**src/logic/dispatch_pkg.sv**
```systemverilog
// Dispatch package with shared widths, tile count and sequencer state codes
package dispatch_pkg;

    // ========================================
    // Data path widths
    // ========================================
    // Mantissa line
    localparam int MAN_WIDTH = 256;
    // Exponent line
    localparam int EXP_WIDTH = 8;
    // Dispatcher and tile memories hold 512 lines
    localparam int ADDR_WIDTH = 9;

    // ========================================
    // Tile array and command fields
    // ========================================
    // One mask bit and one write enable per tile column
    localparam int NUM_TILES = 24;
    localparam int TILE_IDX_WIDTH = 5;
    // NV count and vector size fields
    localparam int NV_CNT_WIDTH = 8;
    // Each NV spans four memory lines
    localparam int LINES_PER_NV = 4;
    localparam int LINE_CNT_WIDTH = 10;

    // ========================================
    // Sequencer states
    // ========================================
    localparam int STATE_WIDTH = 2;
    localparam logic [STATE_WIDTH-1:0] ST_IDLE = 2'd0;
    localparam logic [STATE_WIDTH-1:0] ST_BUSY = 2'd1;
    localparam logic [STATE_WIDTH-1:0] ST_DONE = 2'd2;

endpackage : dispatch_pkg
```
**src/logic/dispatcher_top.sv**
```systemverilog
// Dispatcher top level joining command capture, batch sequencer and copy pipeline
`timescale 1ns/1ns

module dispatcher_top (
    input  logic                                i_clk,
    input  logic                                i_reset_n,
    // Dispatch command
    input  logic                                i_disp_en,
    input  logic [dispatch_pkg::ADDR_WIDTH-1:0]   i_disp_tile_addr,
    input  logic [dispatch_pkg::NV_CNT_WIDTH-1:0] i_disp_man_nv_cnt,
    input  logic [dispatch_pkg::NV_CNT_WIDTH-1:0] i_disp_ugd_vec_size,
    input  logic [dispatch_pkg::NUM_TILES-1:0]    i_disp_col_en,
    input  logic                                i_disp_broadcast,
    output logic                                o_disp_done,
    // Dispatcher memory read port
    output logic                                o_rd_en,
    output logic [dispatch_pkg::ADDR_WIDTH-1:0] o_rd_addr,
    input  logic [dispatch_pkg::MAN_WIDTH-1:0]  i_rd_man_data,
    input  logic [dispatch_pkg::EXP_WIDTH-1:0]  i_rd_exp_data,
    // Tile memory write port
    output logic                                o_wr_en,
    output logic [dispatch_pkg::ADDR_WIDTH-1:0] o_wr_addr,
    output logic [dispatch_pkg::MAN_WIDTH-1:0]  o_wr_man_data,
    output logic [dispatch_pkg::EXP_WIDTH-1:0]  o_wr_exp_data,
    output logic [dispatch_pkg::NUM_TILES-1:0]  o_tile_wr_en
);

    import dispatch_pkg::*;

    // Capture to sequencer
    logic                      start;
    logic                      idle;
    logic [LINE_CNT_WIDTH-1:0] batch_lines;
    logic [NV_CNT_WIDTH-1:0]   total_batches;
    logic [TILE_IDX_WIDTH:0]   num_tiles;
    logic [NUM_TILES-1:0]      col_en;
    logic                      broadcast;
    logic [ADDR_WIDTH-1:0]     dest_base;
    // Sequencer to pipeline
    logic                      busy;
    logic [ADDR_WIDTH-1:0]     seq_rd_addr;
    logic [ADDR_WIDTH-1:0]     seq_wr_addr;
    logic [NUM_TILES-1:0]      tile_en;

    // ========================================
    // Command capture
    // ========================================
    dispatch_cmd_capture u_cmd_capture (
        .i_clk               (i_clk),
        .i_reset_n           (i_reset_n),
        .i_disp_en           (i_disp_en),
        .i_disp_tile_addr    (i_disp_tile_addr),
        .i_disp_man_nv_cnt   (i_disp_man_nv_cnt),
        .i_disp_ugd_vec_size (i_disp_ugd_vec_size),
        .i_disp_col_en       (i_disp_col_en),
        .i_disp_broadcast    (i_disp_broadcast),
        .i_idle              (idle),
        .o_start             (start),
        .o_batch_lines       (batch_lines),
        .o_total_batches     (total_batches),
        .o_num_tiles         (num_tiles),
        .o_col_en            (col_en),
        .o_broadcast         (broadcast),
        .o_dest_base         (dest_base)
    );

    // ========================================
    // Sequencer
    // ========================================
    batch_sequencer u_batch_sequencer (
        .i_clk           (i_clk),
        .i_reset_n       (i_reset_n),
        .i_start         (start),
        .i_batch_lines   (batch_lines),
        .i_total_batches (total_batches),
        .i_num_tiles     (num_tiles),
        .i_col_en        (col_en),
        .i_broadcast     (broadcast),
        .i_dest_base     (dest_base),
        .o_idle          (idle),
        .o_busy          (busy),
        .o_rd_addr       (seq_rd_addr),
        .o_wr_addr       (seq_wr_addr),
        .o_tile_en       (tile_en),
        .o_disp_done     (o_disp_done)
    );

    // ========================================
    // Memory side pipeline
    // ========================================
    // A read is requested on every busy cycle
    copy_pipeline u_copy_pipeline (
        .i_clk         (i_clk),
        .i_reset_n     (i_reset_n),
        .i_rd_req      (busy),
        .i_rd_addr     (seq_rd_addr),
        .i_wr_addr     (seq_wr_addr),
        .i_tile_en     (tile_en),
        .i_rd_man_data (i_rd_man_data),
        .i_rd_exp_data (i_rd_exp_data),
        .o_rd_en       (o_rd_en),
        .o_rd_addr     (o_rd_addr),
        .o_wr_en       (o_wr_en),
        .o_wr_addr     (o_wr_addr),
        .o_wr_man_data (o_wr_man_data),
        .o_wr_exp_data (o_wr_exp_data),
        .o_tile_wr_en  (o_tile_wr_en)
    );

endmodule : dispatcher_top

```
**src/logic/copy_pipeline.sv**
```systemverilog
// Copy pipeline issuing memory reads and the tile writes aligned to read latency
`timescale 1ns/1ns

module copy_pipeline (
    input  logic                                i_clk,
    input  logic                                i_reset_n,
    // Copy step from the sequencer
    input  logic                                i_rd_req,
    input  logic [dispatch_pkg::ADDR_WIDTH-1:0] i_rd_addr,
    input  logic [dispatch_pkg::ADDR_WIDTH-1:0] i_wr_addr,
    input  logic [dispatch_pkg::NUM_TILES-1:0]  i_tile_en,
    // Read data one cycle after the request
    input  logic [dispatch_pkg::MAN_WIDTH-1:0]  i_rd_man_data,
    input  logic [dispatch_pkg::EXP_WIDTH-1:0]  i_rd_exp_data,
    // Dispatcher memory read port
    output logic                                o_rd_en,
    output logic [dispatch_pkg::ADDR_WIDTH-1:0] o_rd_addr,
    // Tile memory write port
    output logic                                o_wr_en,
    output logic [dispatch_pkg::ADDR_WIDTH-1:0] o_wr_addr,
    output logic [dispatch_pkg::MAN_WIDTH-1:0]  o_wr_man_data,
    output logic [dispatch_pkg::EXP_WIDTH-1:0]  o_wr_exp_data,
    output logic [dispatch_pkg::NUM_TILES-1:0]  o_tile_wr_en
);

    import dispatch_pkg::*;

    // Write side lags the read side by one stage
    logic                  wr_valid_q;
    logic [ADDR_WIDTH-1:0] wr_addr_q;
    logic [NUM_TILES-1:0]  tile_en_q;

    // ========================================
    // Read side
    // ========================================
    // Request leaves in the same cycle it is made
    assign o_rd_en   = i_rd_req;
    assign o_rd_addr = i_rd_addr;

    // ========================================
    // Write alignment stage
    // ========================================
    // Valid and tile enables follow the request
    always_ff @(posedge i_clk) begin
        if (!i_reset_n) begin
            wr_valid_q <= 1'b0;
            tile_en_q  <= '0;
        end else begin
            wr_valid_q <= i_rd_req;
            // No tile is selected in a cycle without a write
            tile_en_q  <= i_rd_req ? i_tile_en : '0;
        end
    end

    // Destination offset delayed with its read
    always_ff @(posedge i_clk) begin
        if (i_rd_req) begin
            wr_addr_q <= i_wr_addr;
        end
    end

    // ========================================
    // Write side
    // ========================================
    assign o_wr_en       = wr_valid_q;
    assign o_wr_addr     = wr_addr_q;
    // Memory output goes to the tiles unchanged
    assign o_wr_man_data = i_rd_man_data;
    assign o_wr_exp_data = i_rd_exp_data;
    assign o_tile_wr_en  = tile_en_q;

endmodule : copy_pipeline

```
**src/logic/batch_sequencer.sv**
```systemverilog
// Batch sequencer walking lines, batches and tiles and generating copy addresses
`timescale 1ns/1ns

module batch_sequencer (
    input  logic                                    i_clk,
    input  logic                                    i_reset_n,
    // Captured command
    input  logic                                    i_start,
    input  logic [dispatch_pkg::LINE_CNT_WIDTH-1:0] i_batch_lines,
    input  logic [dispatch_pkg::NV_CNT_WIDTH-1:0]   i_total_batches,
    input  logic [dispatch_pkg::TILE_IDX_WIDTH:0]   i_num_tiles,
    input  logic [dispatch_pkg::NUM_TILES-1:0]      i_col_en,
    input  logic                                    i_broadcast,
    input  logic [dispatch_pkg::ADDR_WIDTH-1:0]     i_dest_base,
    // Status
    output logic                                    o_idle,
    output logic                                    o_busy,
    // One copy step per busy cycle
    output logic [dispatch_pkg::ADDR_WIDTH-1:0]     o_rd_addr,
    output logic [dispatch_pkg::ADDR_WIDTH-1:0]     o_wr_addr,
    output logic [dispatch_pkg::NUM_TILES-1:0]      o_tile_en,
    output logic                                    o_disp_done
);

    import dispatch_pkg::*;

    logic [STATE_WIDTH-1:0]    state;
    logic [LINE_CNT_WIDTH-1:0] line_cnt;
    logic [NV_CNT_WIDTH-1:0]   batch_cnt;
    logic [TILE_IDX_WIDTH-1:0] tile_idx;
    logic [TILE_IDX_WIDTH:0]   tile_next;
    // Source pointer in the dispatcher memory
    logic [ADDR_WIDTH-1:0]     src_ptr;
    // Destination pointer in the tile memories
    logic [ADDR_WIDTH-1:0]     dst_ptr;
    logic [ADDR_WIDTH-1:0]     lines_step;
    logic                      batch_end;
    logic                      tile_wrap;
    logic                      last_batch;
    logic                      last_line;
    logic                      done_q;

    // ========================================
    // Step conditions
    // ========================================
    assign lines_step = i_batch_lines[ADDR_WIDTH-1:0];
    assign tile_next  = {1'b0, tile_idx} + 1'b1;
    assign batch_end  = (line_cnt == i_batch_lines - 1'b1);
    // Also true on every batch when only one tile is enabled
    assign tile_wrap  = (tile_next == i_num_tiles);
    assign last_batch = (batch_cnt == i_total_batches - 1'b1);
    // Broadcast finishes only after the last repetition of the last batch
    assign last_line  = batch_end && last_batch && (tile_wrap || !i_broadcast);

    // ========================================
    // State register
    // ========================================
    always_ff @(posedge i_clk) begin
        if (!i_reset_n) begin
            state  <= ST_IDLE;
            done_q <= 1'b0;
        end else begin
            case (state)
                ST_BUSY: begin
                    if (last_line) begin
                        state <= ST_DONE;
                    end
                end
                // Single pass, the flag below keeps done visible
                ST_DONE: begin
                    state  <= ST_IDLE;
                    done_q <= 1'b1;
                end
                default: begin
                    if (i_start) begin
                        state  <= ST_BUSY;
                        done_q <= 1'b0;
                    end
                end
            endcase
        end
    end

    // ========================================
    // Line, batch and tile counters
    // ========================================
    always_ff @(posedge i_clk) begin
        if (!i_reset_n) begin
            line_cnt  <= '0;
            batch_cnt <= '0;
            tile_idx  <= '0;
            src_ptr   <= '0;
            dst_ptr   <= '0;
        end else if (i_start) begin
            line_cnt  <= '0;
            batch_cnt <= '0;
            // Distribution always begins at tile 0
            tile_idx  <= '0;
            src_ptr   <= '0;
            dst_ptr   <= i_dest_base;
        end else if (state == ST_BUSY) begin
            if (batch_end) begin
                line_cnt <= '0;
                tile_idx <= tile_wrap ? '0 : tile_next[TILE_IDX_WIDTH-1:0];
                // Distribute moves on every batch, broadcast after all repetitions
                if (tile_wrap || !i_broadcast) begin
                    src_ptr   <= src_ptr + lines_step;
                    batch_cnt <= batch_cnt + 1'b1;
                end
                // Destination row advances once all tiles got a batch
                if (tile_wrap) begin
                    dst_ptr <= dst_ptr + lines_step;
                end
            end else begin
                line_cnt <= line_cnt + 1'b1;
            end
        end
    end

    // ========================================
    // Outputs
    // ========================================
    assign o_idle      = (state != ST_BUSY);
    assign o_busy      = (state == ST_BUSY);
    assign o_rd_addr   = src_ptr + line_cnt[ADDR_WIDTH-1:0];
    assign o_wr_addr   = dst_ptr + line_cnt[ADDR_WIDTH-1:0];
    // Every enabled column in broadcast, the current tile only otherwise
    assign o_tile_en   = i_broadcast ? i_col_en
                                     : {{(NUM_TILES-1){1'b0}}, 1'b1} << tile_idx;
    assign o_disp_done = done_q;

endmodule : batch_sequencer

```
**src/logic/dispatch_cmd_capture.sv**
```systemverilog
// Dispatch command capture detecting the enable edge and registering derived values
`timescale 1ns/1ns

module dispatch_cmd_capture (
    input  logic                                    i_clk,
    input  logic                                    i_reset_n,
    // Command from the controller
    input  logic                                    i_disp_en,
    input  logic [dispatch_pkg::ADDR_WIDTH-1:0]     i_disp_tile_addr,
    input  logic [dispatch_pkg::NV_CNT_WIDTH-1:0]   i_disp_man_nv_cnt,
    input  logic [dispatch_pkg::NV_CNT_WIDTH-1:0]   i_disp_ugd_vec_size,
    input  logic [dispatch_pkg::NUM_TILES-1:0]      i_disp_col_en,
    input  logic                                    i_disp_broadcast,
    // Sequencer can accept a new command
    input  logic                                    i_idle,
    // Captured command toward the sequencer
    output logic                                    o_start,
    output logic [dispatch_pkg::LINE_CNT_WIDTH-1:0] o_batch_lines,
    output logic [dispatch_pkg::NV_CNT_WIDTH-1:0]   o_total_batches,
    output logic [dispatch_pkg::TILE_IDX_WIDTH:0]   o_num_tiles,
    output logic [dispatch_pkg::NUM_TILES-1:0]      o_col_en,
    output logic                                    o_broadcast,
    output logic [dispatch_pkg::ADDR_WIDTH-1:0]     o_dest_base
);

    import dispatch_pkg::*;

    // Enable level from the previous cycle
    logic disp_en_prev;
    // Rising edge seen while the sequencer is free
    logic accept;

    // Number of set bits in the column mask
    function automatic logic [TILE_IDX_WIDTH:0] popcount(input logic [NUM_TILES-1:0] bits);
        logic [TILE_IDX_WIDTH:0] count;
        count = '0;
        for (int i = 0; i < NUM_TILES; i++) begin
            count = count + bits[i];
        end
        return count;
    endfunction

    // Edges while busy are dropped here, the sequencer never sees them
    assign accept = i_disp_en && !disp_en_prev && i_idle;

    // ========================================
    // Edge detect and start pulse
    // ========================================
    always_ff @(posedge i_clk) begin
        if (!i_reset_n) begin
            disp_en_prev <= 1'b0;
            o_start      <= 1'b0;
        end else begin
            disp_en_prev <= i_disp_en;
            // One-cycle pulse after the accepted edge
            o_start      <= accept;
        end
    end

    // ========================================
    // Command registers
    // ========================================
    // Held stable for the whole dispatch
    always_ff @(posedge i_clk) begin
        if (accept) begin
            o_batch_lines   <= LINE_CNT_WIDTH'(i_disp_ugd_vec_size)
                               * LINE_CNT_WIDTH'(LINES_PER_NV);
            // NV count is a whole number of vectors
            o_total_batches <= i_disp_man_nv_cnt / i_disp_ugd_vec_size;
            o_num_tiles     <= popcount(i_disp_col_en);
            o_col_en        <= i_disp_col_en;
            o_broadcast     <= i_disp_broadcast;
            o_dest_base     <= i_disp_tile_addr;
        end
    end

endmodule : dispatch_cmd_capture

```
**config.mk**
```make
export PLATFORM = sky130hd
export DESIGN_NAME = dispatcher_top
export DESIGN_NICKNAME = d
export VERILOG_FILES = /design/src/logic/dispatch_pkg.sv /design/src/logic/dispatcher_top.sv /design/src/logic/copy_pipeline.sv /design/src/logic/batch_sequencer.sv /design/src/logic/dispatch_cmd_capture.sv
export SDC_FILE = /design/constraint.sdc
export NUM_CORES = 1
export LEC_CHECK = 0
export BUFFER_PORTS_ARGS = -buffer_cell sky130_fd_sc_hd__buf_2
export CORE_AREA = 5 5 238 240
export DETAILED_ROUTE_END_ITERATION = 10
export DIE_AREA = 0 0 243 245
export HOLD_SLACK_MARGIN = 0.02
export PLACE_DENSITY = 0.5
export SYNTH_ARGS = -nofsm -noshare
export SYNTH_HDL_FRONTEND = slang
export SYNTH_HIERARCHICAL = 1
export SYNTH_SLANG_ARGS = --single-unit
```
**constraint.sdc**
```tcl
create_clock -name i_clk -period 14.2 [get_ports i_clk]
set_input_delay 0.71 -clock i_clk [delete_from_list [all_inputs] [get_ports i_clk]]
set_output_delay 0.71 -clock i_clk [all_outputs]
set_load 0.005 [all_outputs]
```
### Word-level counts from Yosys, hierarchy flattened

Cells that the tools add are included.

| cells by class | value |
|---|---|
| add/subtract/negate cells | 32 |
| $mul | 0 |
| div/mod/pow operators | 1 |
| magnitude comparators | 0 |
| equality and inequality tests | 7 |
| shift-type cells | 1 |
| muxes and demuxes | 12 |
| bitwise logic cells | 2 |
| reductions and logical operators | 19 |

Operator list:

| kind | number |
|---|---|
| 6-bit by 1-bit adder with 6-bit output | 22 |
| 9-bit adder | 4 |
| 9-bit 2-to-1 mux | 4 |
| 24-bit 2-to-1 mux | 1 |
| 1-bit by 5-bit left shift with 24-bit output (first input constant) | 1 |
| 10-bit by 1-bit adder with 10-bit output (second input constant) | 1 |
| 10-bit equality test | 1 |
| 10-bit 2-to-1 mux | 1 |
| 10-bit by 1-bit subtractor with 10-bit output (second input constant) | 1 |
| 8-bit by 1-bit adder with 8-bit output (second input constant) | 1 |
| 8-bit by 8-bit divider with 8-bit output | 1 |
| 8-bit equality test | 1 |
| 2-bit AND reduction | 4 |
| 2-bit nonzero test | 4 |
| 8-bit by 1-bit subtractor with 8-bit output (second input constant) | 1 |
| 5-bit by 1-bit adder with 6-bit output (second input constant) | 1 |
| 6-bit equality test | 1 |
| 3-bit AND reduction | 2 |
| 5-bit 2-to-1 mux | 1 |
| 1-bit logical AND | 4 |
| 2-bit 2-to-1 mux | 2 |
| 2-bit case mux with 2 select lines | 1 |
| 3-bit nonzero test | 1 |
| 1-bit by 1-bit adder with 2-bit output | 1 |
| 10 further kinds | 12 |

| word-level totals | value |
|---|---|
| bits in registers | 136 |
| latch bits | 0 |
| bits in writable memories | 0 |
| ROM bits | 0 |
| input bits | 317 |
| output and inout bits | 309 |
| logic and storage cells | 92 |
| memories | 0 |

### Longest topological paths before layout

Gate-level depths: netlist of the first run.

| logic depth | value |
|---|---|
| word-level depth | 23 |
| gate-level depth with buffers | 49 |
| depth with buffers taken out | 47 |

### By module

Netlist of the first run, hierarchy kept.

By module, submodules not included:

| module | instances | cells an instance | area each (µm²) | seq. area each (µm²) |
|---|---|---|---|---|
| batch_sequencer | 1 | 551 | 4,292.9 | 880.8 |
| dispatch_cmd_capture | 1 | 331 | 3,873.7 | 1,691.6 |
| copy_pipeline | 1 | 337 | 3,024.2 | 770.7 |

### Worst setup path after synthesis of the first run

Ideal clock, no wire load.

| path | value |
|---|---|
| path type | in2reg |
| start | in i_disp_ugd_vec_size[7] (netlist name) |
| end | reg u_cmd_capture/o_total_batches[0] (netlist name), data pin |
| library setup time | 259 ps |
| arrival | 10,388 ps |
| required time | 13,941 ps |
| slack | 3,553 ps |
| cell stages on the path | 46 |
| path buffers | 3 |
| cells stage by stage | buf_6 -> or4_4 -> nor3_2 -> a31oi_1 -> ha_1 -> o21ai_0 -> a21oi_1 -> mux2_2 -> ha_1 -> a21oi_1 -> a2111oi_4 -> mux2_2 -> ha_1 -> a21oi_1 -> a21boi_0 -> o21ai_1 -> inv_1 -> mux2_2 -> [... 10 more ...] -> a21o_1 -> a21oi_1 -> clkinv_1 -> mux2_2 -> ha_1 -> a21oi_1 -> nand2_1 -> o41ai_1 -> nand2b_1 -> a21oi_1 -> clkbuf_1 -> mux2_2 -> ha_1 -> nor2b_1 -> o21ai_0 -> a21oi_1 -> o211ai_1 -> nand2_1 |

| between the ends | value |
|---|---|
| longest elaborated chain between the ends | 1 |

Ends and longest elaborated chain:

| what | line | source |
|---|---|---|
| start, declared | dispatcher_top.sv:11 | `input logic [dispatch_pkg::NV_CNT_WIDTH-1:0] i_disp_ugd_vec_size,` |
| 8-bit by 8-bit divider with 8-bit output | dispatch_cmd_capture.sv:69 | `o_total_batches <= i_disp_man_nv_cnt / i_disp_ugd_vec_size;` |
| end signal, assigned | dispatch_cmd_capture.sv:69 |  |
| end, declared | dispatch_cmd_capture.sv:19 | `output logic [dispatch_pkg::NV_CNT_WIDTH-1:0] o_total_batches,` |

No other way between the ends.
A chain may end at the register's enable or synchronous reset.

### Final worst setup path of the first run

Same ends and word-level chain as after synthesis.

==> results of run 1 <==
[final timing paths]
| path | to | slack, ns | depth (start not counted) |
|---|---|---|---|
| min | u_cmd_capture/o_dest_base[5]$_DFFE_PP_ | 0.41 | 1 |
| max | u_cmd_capture/o_total_batches[0]$_DFFE_PP_ | 2.11 | 44 |
| min reg2reg | u_batch_sequencer/state[0]$_SDFFE_PN0P_ | 0.48 | 2 |
| max reg2reg | u_batch_sequencer/state[0]$_SDFFE_PN0P_ | 11.17 | 6 |
[area by class of cell]
cell class | count | area [um^2]
well taps | 704 | 880.8
multi-input cells | 707 | 5374
clock inverters | 13 | 95.09
flip-flops and latches | 135 | 3343
fillers | 6037 | 43530
clock buffers | 19 | 432.9
inverters | 69 | 259.0
repair buffers | 103 | 530.5
[worst max-delay path, delay by kind of cell]
kind | cells | cell delay, ns
compound gates | 22 | 5.42
simple gates | 7 | 1.41
fa+ha+maj | 7 | 2.18
buf+inv | 3 | 0.68
mux | 5 | 1.92
[cells in the mapped netlist (8+ instances only)]
cell type  count  share of area (%)
buf_4        278                 19
ha_1          88                9.8
nand2_1       82                2.8
dfxtp_1       71                 13
inv_1         67                2.2
edfxtp_1      64                 17
nor2_1        59                2.0
a21oi_1       56                2.5
xnor2_1       55                4.3
o21ai_0       47                2.1
xor2_1        28                2.2
and3_1        22                1.2
mux2i_1       22                2.0
clkbuf_1      21               0.70
fa_1          21                3.8
nor3_1        16               0.72
nor2b_1       15               0.84
o21a_1        14               0.94
a21o_1        13               0.87
nand2b_1      13               0.73
nand3_1       13               0.58
mux2_2        11                1.1
nand4_1       11               0.61
o31ai_1       10               0.67
a31oi_1        9               0.50
o211ai_1       8               0.54
o41ai_1        8               0.63
[sequential cells by signal (all words and copies together), names as in the netlist]
| name | cells |
|---|---|
| u_batch_sequencer/src_ptr | 9 |
| u_cmd_capture/o_dest_base | 9 |
| u_copy_pipeline/o_wr_addr | 9 |
| u_cmd_capture/o_col_en | 24 |
| u_batch_sequencer/dst_ptr | 9 |
| u_cmd_capture/o_num_tiles | 5 |
| u_cmd_capture/o_batch_lines | 8 |
| u_cmd_capture/o_start | 1 |
| u_batch_sequencer/o_disp_done | 1 |
| u_batch_sequencer/tile_idx | 5 |
| u_copy_pipeline/o_tile_wr_en | 24 |
| u_cmd_capture/o_broadcast | 1 |
| u_batch_sequencer/batch_cnt | 8 |
| u_copy_pipeline/o_wr_en | 1 |
| u_cmd_capture/disp_en_prev | 1 |
| u_batch_sequencer/line_cnt | 10 |
| u_cmd_capture/o_total_batches | 8 |
| u_batch_sequencer/state | 2 |
[cell families (layout without fill, tap and decap cells)]
kind of cell / Yosys count / after routing / share of synthesized area, %
buffers and inverters: 379 / 204 / 22.32
and+or+nand+nor: 278 / 278 / 12.90
other: 1 / 3 / 0.03351
adders and majority gates: 109 / 109 / 13.60
DFF: 135 / 135 / 29.87
xor gates and xnor gates: 83 / 83 / 6.496
AOI/OAI and AO/OA: 200 / 200 / 11.57
muxes: 34 / 34 / 3.209
[layer usage]
metal / vias to the layer above / global-route usage, % / part of all wire (%)
li1: 3538 / - / -
met1: 3611 / 13.90 / 28
met2: 631 / 23.91 / 40
met3: 77 / 25.17 / 30
met4: 10 / 4.456 / 1.7
met5: - / 5.637 / 0.75
[power breakdown]
part / internal, mW / switching (mW)
logic: 0.136 / 0.167
registers: 0.444 / 0.0166
clock network: 0.224 / 0.189
total: 0.804 / 0.372
==> results_dict.tcl, run 1 <==
set metrics [dict create \
    ys.flop_type "dfxtp_1" \
    max_stage_delay_ns 0.70 \
    num_io_pins 626 \
    worst-path-max-fanout 11 \
    core-area_um2 54450 \
    h-tree-depth 4 \
    final_cells 1750 \
    post_dp_cell_area_um2 10390 \
    finalSetupTns_ns 0 \
    synth_area_um2 11190 \
    grt_max_degree 57 \
    leakagePower_nw 4.588 \
    antenna_found_initial 0 \
    cap_violations 0 \
    finalPower_mw 1.176 \
    root_buffer "clkbuf_16" \
    period_needed_ns 12.09 \
    synth.distinct_cells 73 \
    hold_viol 0 \
    tightestPinTransition_ns 0.9112 \
    place.port_buffers 97 \
    nets 1459 \
    via_per_inst 4.495 \
    wl_per_cell_um 30.86 \
    syn_area_per_cell_um2 9.180 \
    route.detailed.drc 0 \
    grt_setup_unrepaired "no" \
    gr-total-overflow 0 \
    vias 7867 \
    dieArea_um2 59540 \
    syn_inst 1219 \
    synth-edff-count 64 \
    critPathKind "in -> reg" \
    ir_worst_vdd_v 0.00006710 \
    arrival_ns 12.32 \
    hold_buffers 0 \
    fin_crit_sh_pct 85.16 \
    cts_setup_buffers 0 \
    drive_gt1_share_pct 16.16 \
    startpoint "i_disp_ugd_vec_size[7]" \
    slew_headroom_pct 39.25 \
    place.gp.congestion 0.8875 \
    cts_tree "built" \
    clock_latency_ns 0.47 \
    startpoint_type "input pin" \
    finClkSkew_ns 0.02721 \
    end_kind "flop" \
    diodes 0 \
    synth_warnings 6 \
    area_delta_synth_final_pct -2.459 \
    grt_pass1_vias 7801 \
    required_ns 14.42 \
    setup_ws_ns 2.107 \
    cpMaxStageDelayCell "a21oi_1" \
    dp_hpwl_um 46300 \
    cts_sinks 135 \
    drt_pre_antenna_iters 6 \
    seq_area_frac_synth_pct 29.87 \
    cts_made_buffers 17 \
    max_freq_mhz 82.69 \
    hold_class "in -> reg" \
    grt_pass1_wl_um 71060 \
    initial_utilization_pct 20.55 \
    track_usage_pct 17.53 \
    cts_resized 0 \
    clk_path_buf_depth 2 \
    final_common_cell "buf_2" \
    dp.cells 1718 \
    hold_slack_ns 0.4105 \
    report.final.slew_viol_count 0 \
    hp-start "i_disp_tile_addr[5]" \
    status "finished clean" \
    async_flop_share_pct 0 \
    post-route-util_pct 20.05 \
    fp-row-count 86 \
    final_cell_mix "buf_2, ha_1, nand2_1" \
    setup_viol_count_final 0 \
    r2r-start "u_cmd_capture/o_batch_lines[2]$_DFFE_PP_" \
    synth_seq_cells 135 \
    wl_um 54000 \
    stdcell_area_um2 10920 \
    die_height_um 245 \
    die_w_um 243 \
    powerDensity_nw_per_um2 107.7 \
    drtIter0Drc 395 \
    antenna_left 0 \
    crit_top_cell "ha_1" \
    pre_cts_ws_ns 1.847 \
    clkTransAtPathRegs_ns 0.07 \
]
No activity file was read; power rests on OpenSTA's default activity.
==> inputs of run 2 (changes only) <==
--- a/config.mk
+++ b/config.mk
@@ -7,6 +7,7 @@
 export LEC_CHECK = 0
 export BUFFER_PORTS_ARGS = -buffer_cell sky130_fd_sc_hd__buf_2
 export CORE_AREA = 5 5 238 240
+export CTS_CLUSTER_SIZE = 25
 export DETAILED_ROUTE_END_ITERATION = 10
 export DIE_AREA = 0 0 243 245
 export HOLD_SLACK_MARGIN = 0.02
==> constraint.sdc (replaced) <==
create_clock -name i_clk -period 15.4 [get_ports i_clk]
set_input_delay 0.77 -clock i_clk [delete_from_list [all_inputs] [get_ports i_clk]]
set_output_delay 0.77 -clock i_clk [all_outputs]
set_load 0.005 [all_outputs]
==> results_dict.tcl, run 2 (synthesized netlist as in run 1, its figures left out) <==
set metrics [dict create \
    hold_slack_ns 0.4817 \
    finalSetupTns_ns 0 \
    grt_pass1_vias 7684 \
    cts_made_buffers 17 \
    diodes 0 \
    cp_top_family "compound AO/OA/AOI/OAI gates" \
    finClkSkew_ns 0.01327 \
    cap_violations 0 \
    grt_setup_unrepaired "no" \
    end_kind "flop" \
    place.port_buffers 97 \
    arrival_ns 12.23 \
    cts_tree "built" \
    hold_buffers 0 \
    area_delta_synth_final_pct -2.248 \
    final_cell_mix "buf_2, ha_1, nand2_1" \
    clkTransAtPathRegs_ns 0.06 \
    startpoint_type "input pin" \
    root_buffer "clkbuf_16" \
    crit_top_cell "ha_1" \
    drt_pre_antenna_iters 4 \
    clock_latency_ns 0.47 \
    drtIter0Drc 372 \
    antenna_left 0 \
    gr-total-overflow 0 \
    hold_viol 0 \
    fin_crit_sh_pct 78.04 \
    critPathKind "in -> reg" \
    startpoint "i_disp_ugd_vec_size[7]" \
    worst-path-max-fanout 11 \
    place.gp.congestion 0.8881 \
    final_cells 1750 \
    final_common_cell "buf_2" \
    initial_utilization_pct 20.55 \
    ir_worst_vdd_v 0.00005329 \
    cts_resized 0 \
    h-tree-depth 4 \
    tightestPinTransition_ns 0.8930 \
    report.final.slew_viol_count 0 \
    track_usage_pct 17.46 \
    powerDensity_nw_per_um2 101.0 \
    wl_um 53790 \
    hp-start "i_disp_tile_addr[7]" \
    max_freq_mhz 83.21 \
    route.detailed.drc 0 \
    period_needed_ns 12.02 \
    grt_pass1_wl_um 70850 \
    fp-row-count 86 \
    grt_max_degree 57 \
    hold_class "in -> reg" \
    via_per_inst 4.436 \
    dieArea_um2 59540 \
    critPathBufInv 3 \
    required_ns 15.61 \
    die_w_um 243 \
    nets 1459 \
    core-area_um2 54450 \
    cpMaxStageDelayCell "a21oi_1" \
    setup_viol_count_final 0 \
    max_stage_delay_ns 0.70 \
    dp_hpwl_um 46230 \
    cts_setup_buffers 0 \
    dp.cells 1718 \
    leakagePower_nw 4.603 \
    drive_gt1_share_pct 16.16 \
    wl_per_cell_um 30.74 \
    vias 7763 \
    die_height_um 245 \
    finalPower_mw 1.104 \
    num_io_pins 626 \
    antenna_found_initial 0 \
    status "finished clean" \
    slew_headroom_pct 40.47 \
    r2r-start "u_cmd_capture/o_batch_lines[8]$_DFFE_PP_" \
    clk_path_buf_depth 2 \
    cts_sinks 135 \
]
## run 2: through the flow
stage	utilization [%]	cell area, um^2	setup slack (ns)
6_report	20.09	10940	3.382
5_1_grt	20.09	10940	2.535
2_1_floorplan	-	11200	4.693
4_1_cts	20.09	10940	3.583
3_3_place_gp	19.08	10390	3.353
3_5_place_dp	19.08	10390	3.094
## run 2: power breakdown
group	switching [mW]	total [mW]	internal, mW
registers	0.0155	0.425	0.410
clock network	0.176	0.399	0.223
logic	0.155	0.280	0.125
total	0.346	1.10	0.758
## run 2: metal layers
metal	routed length, um	global-route usage (%)
met5	228	2.941
met4	793	3.722
met3	15370	24.50
met2	21260	23.89
met1	16140	14.64
## run 2: layout make-up
| type | count | area [um^2] |
|---|---|---|
| timing repair buffer | 103 | 530.5 |
| sequential | 135 | 3343 |
| inverter | 69 | 259.0 |
| clock inverter | 13 | 118.9 |
| clock buffer | 19 | 432.9 |
| tap | 704 | 880.8 |
| fill | 5991 | 43510 |
| multi-input combinational | 707 | 5374 |
## run 2: worst paths after layout
path	slack, ns	depth (start not counted)	endpoint
max reg2reg	12.41	7	u_batch_sequencer/state[0]$_SDFFE_PN0P_
min reg2reg	0.49	2	u_batch_sequencer/state[0]$_SDFFE_PN0P_
max	3.38	44	u_cmd_capture/o_total_batches[0]$_DFFE_PP_
min	0.48	1	u_cmd_capture/o_dest_base[7]$_DFFE_PP_
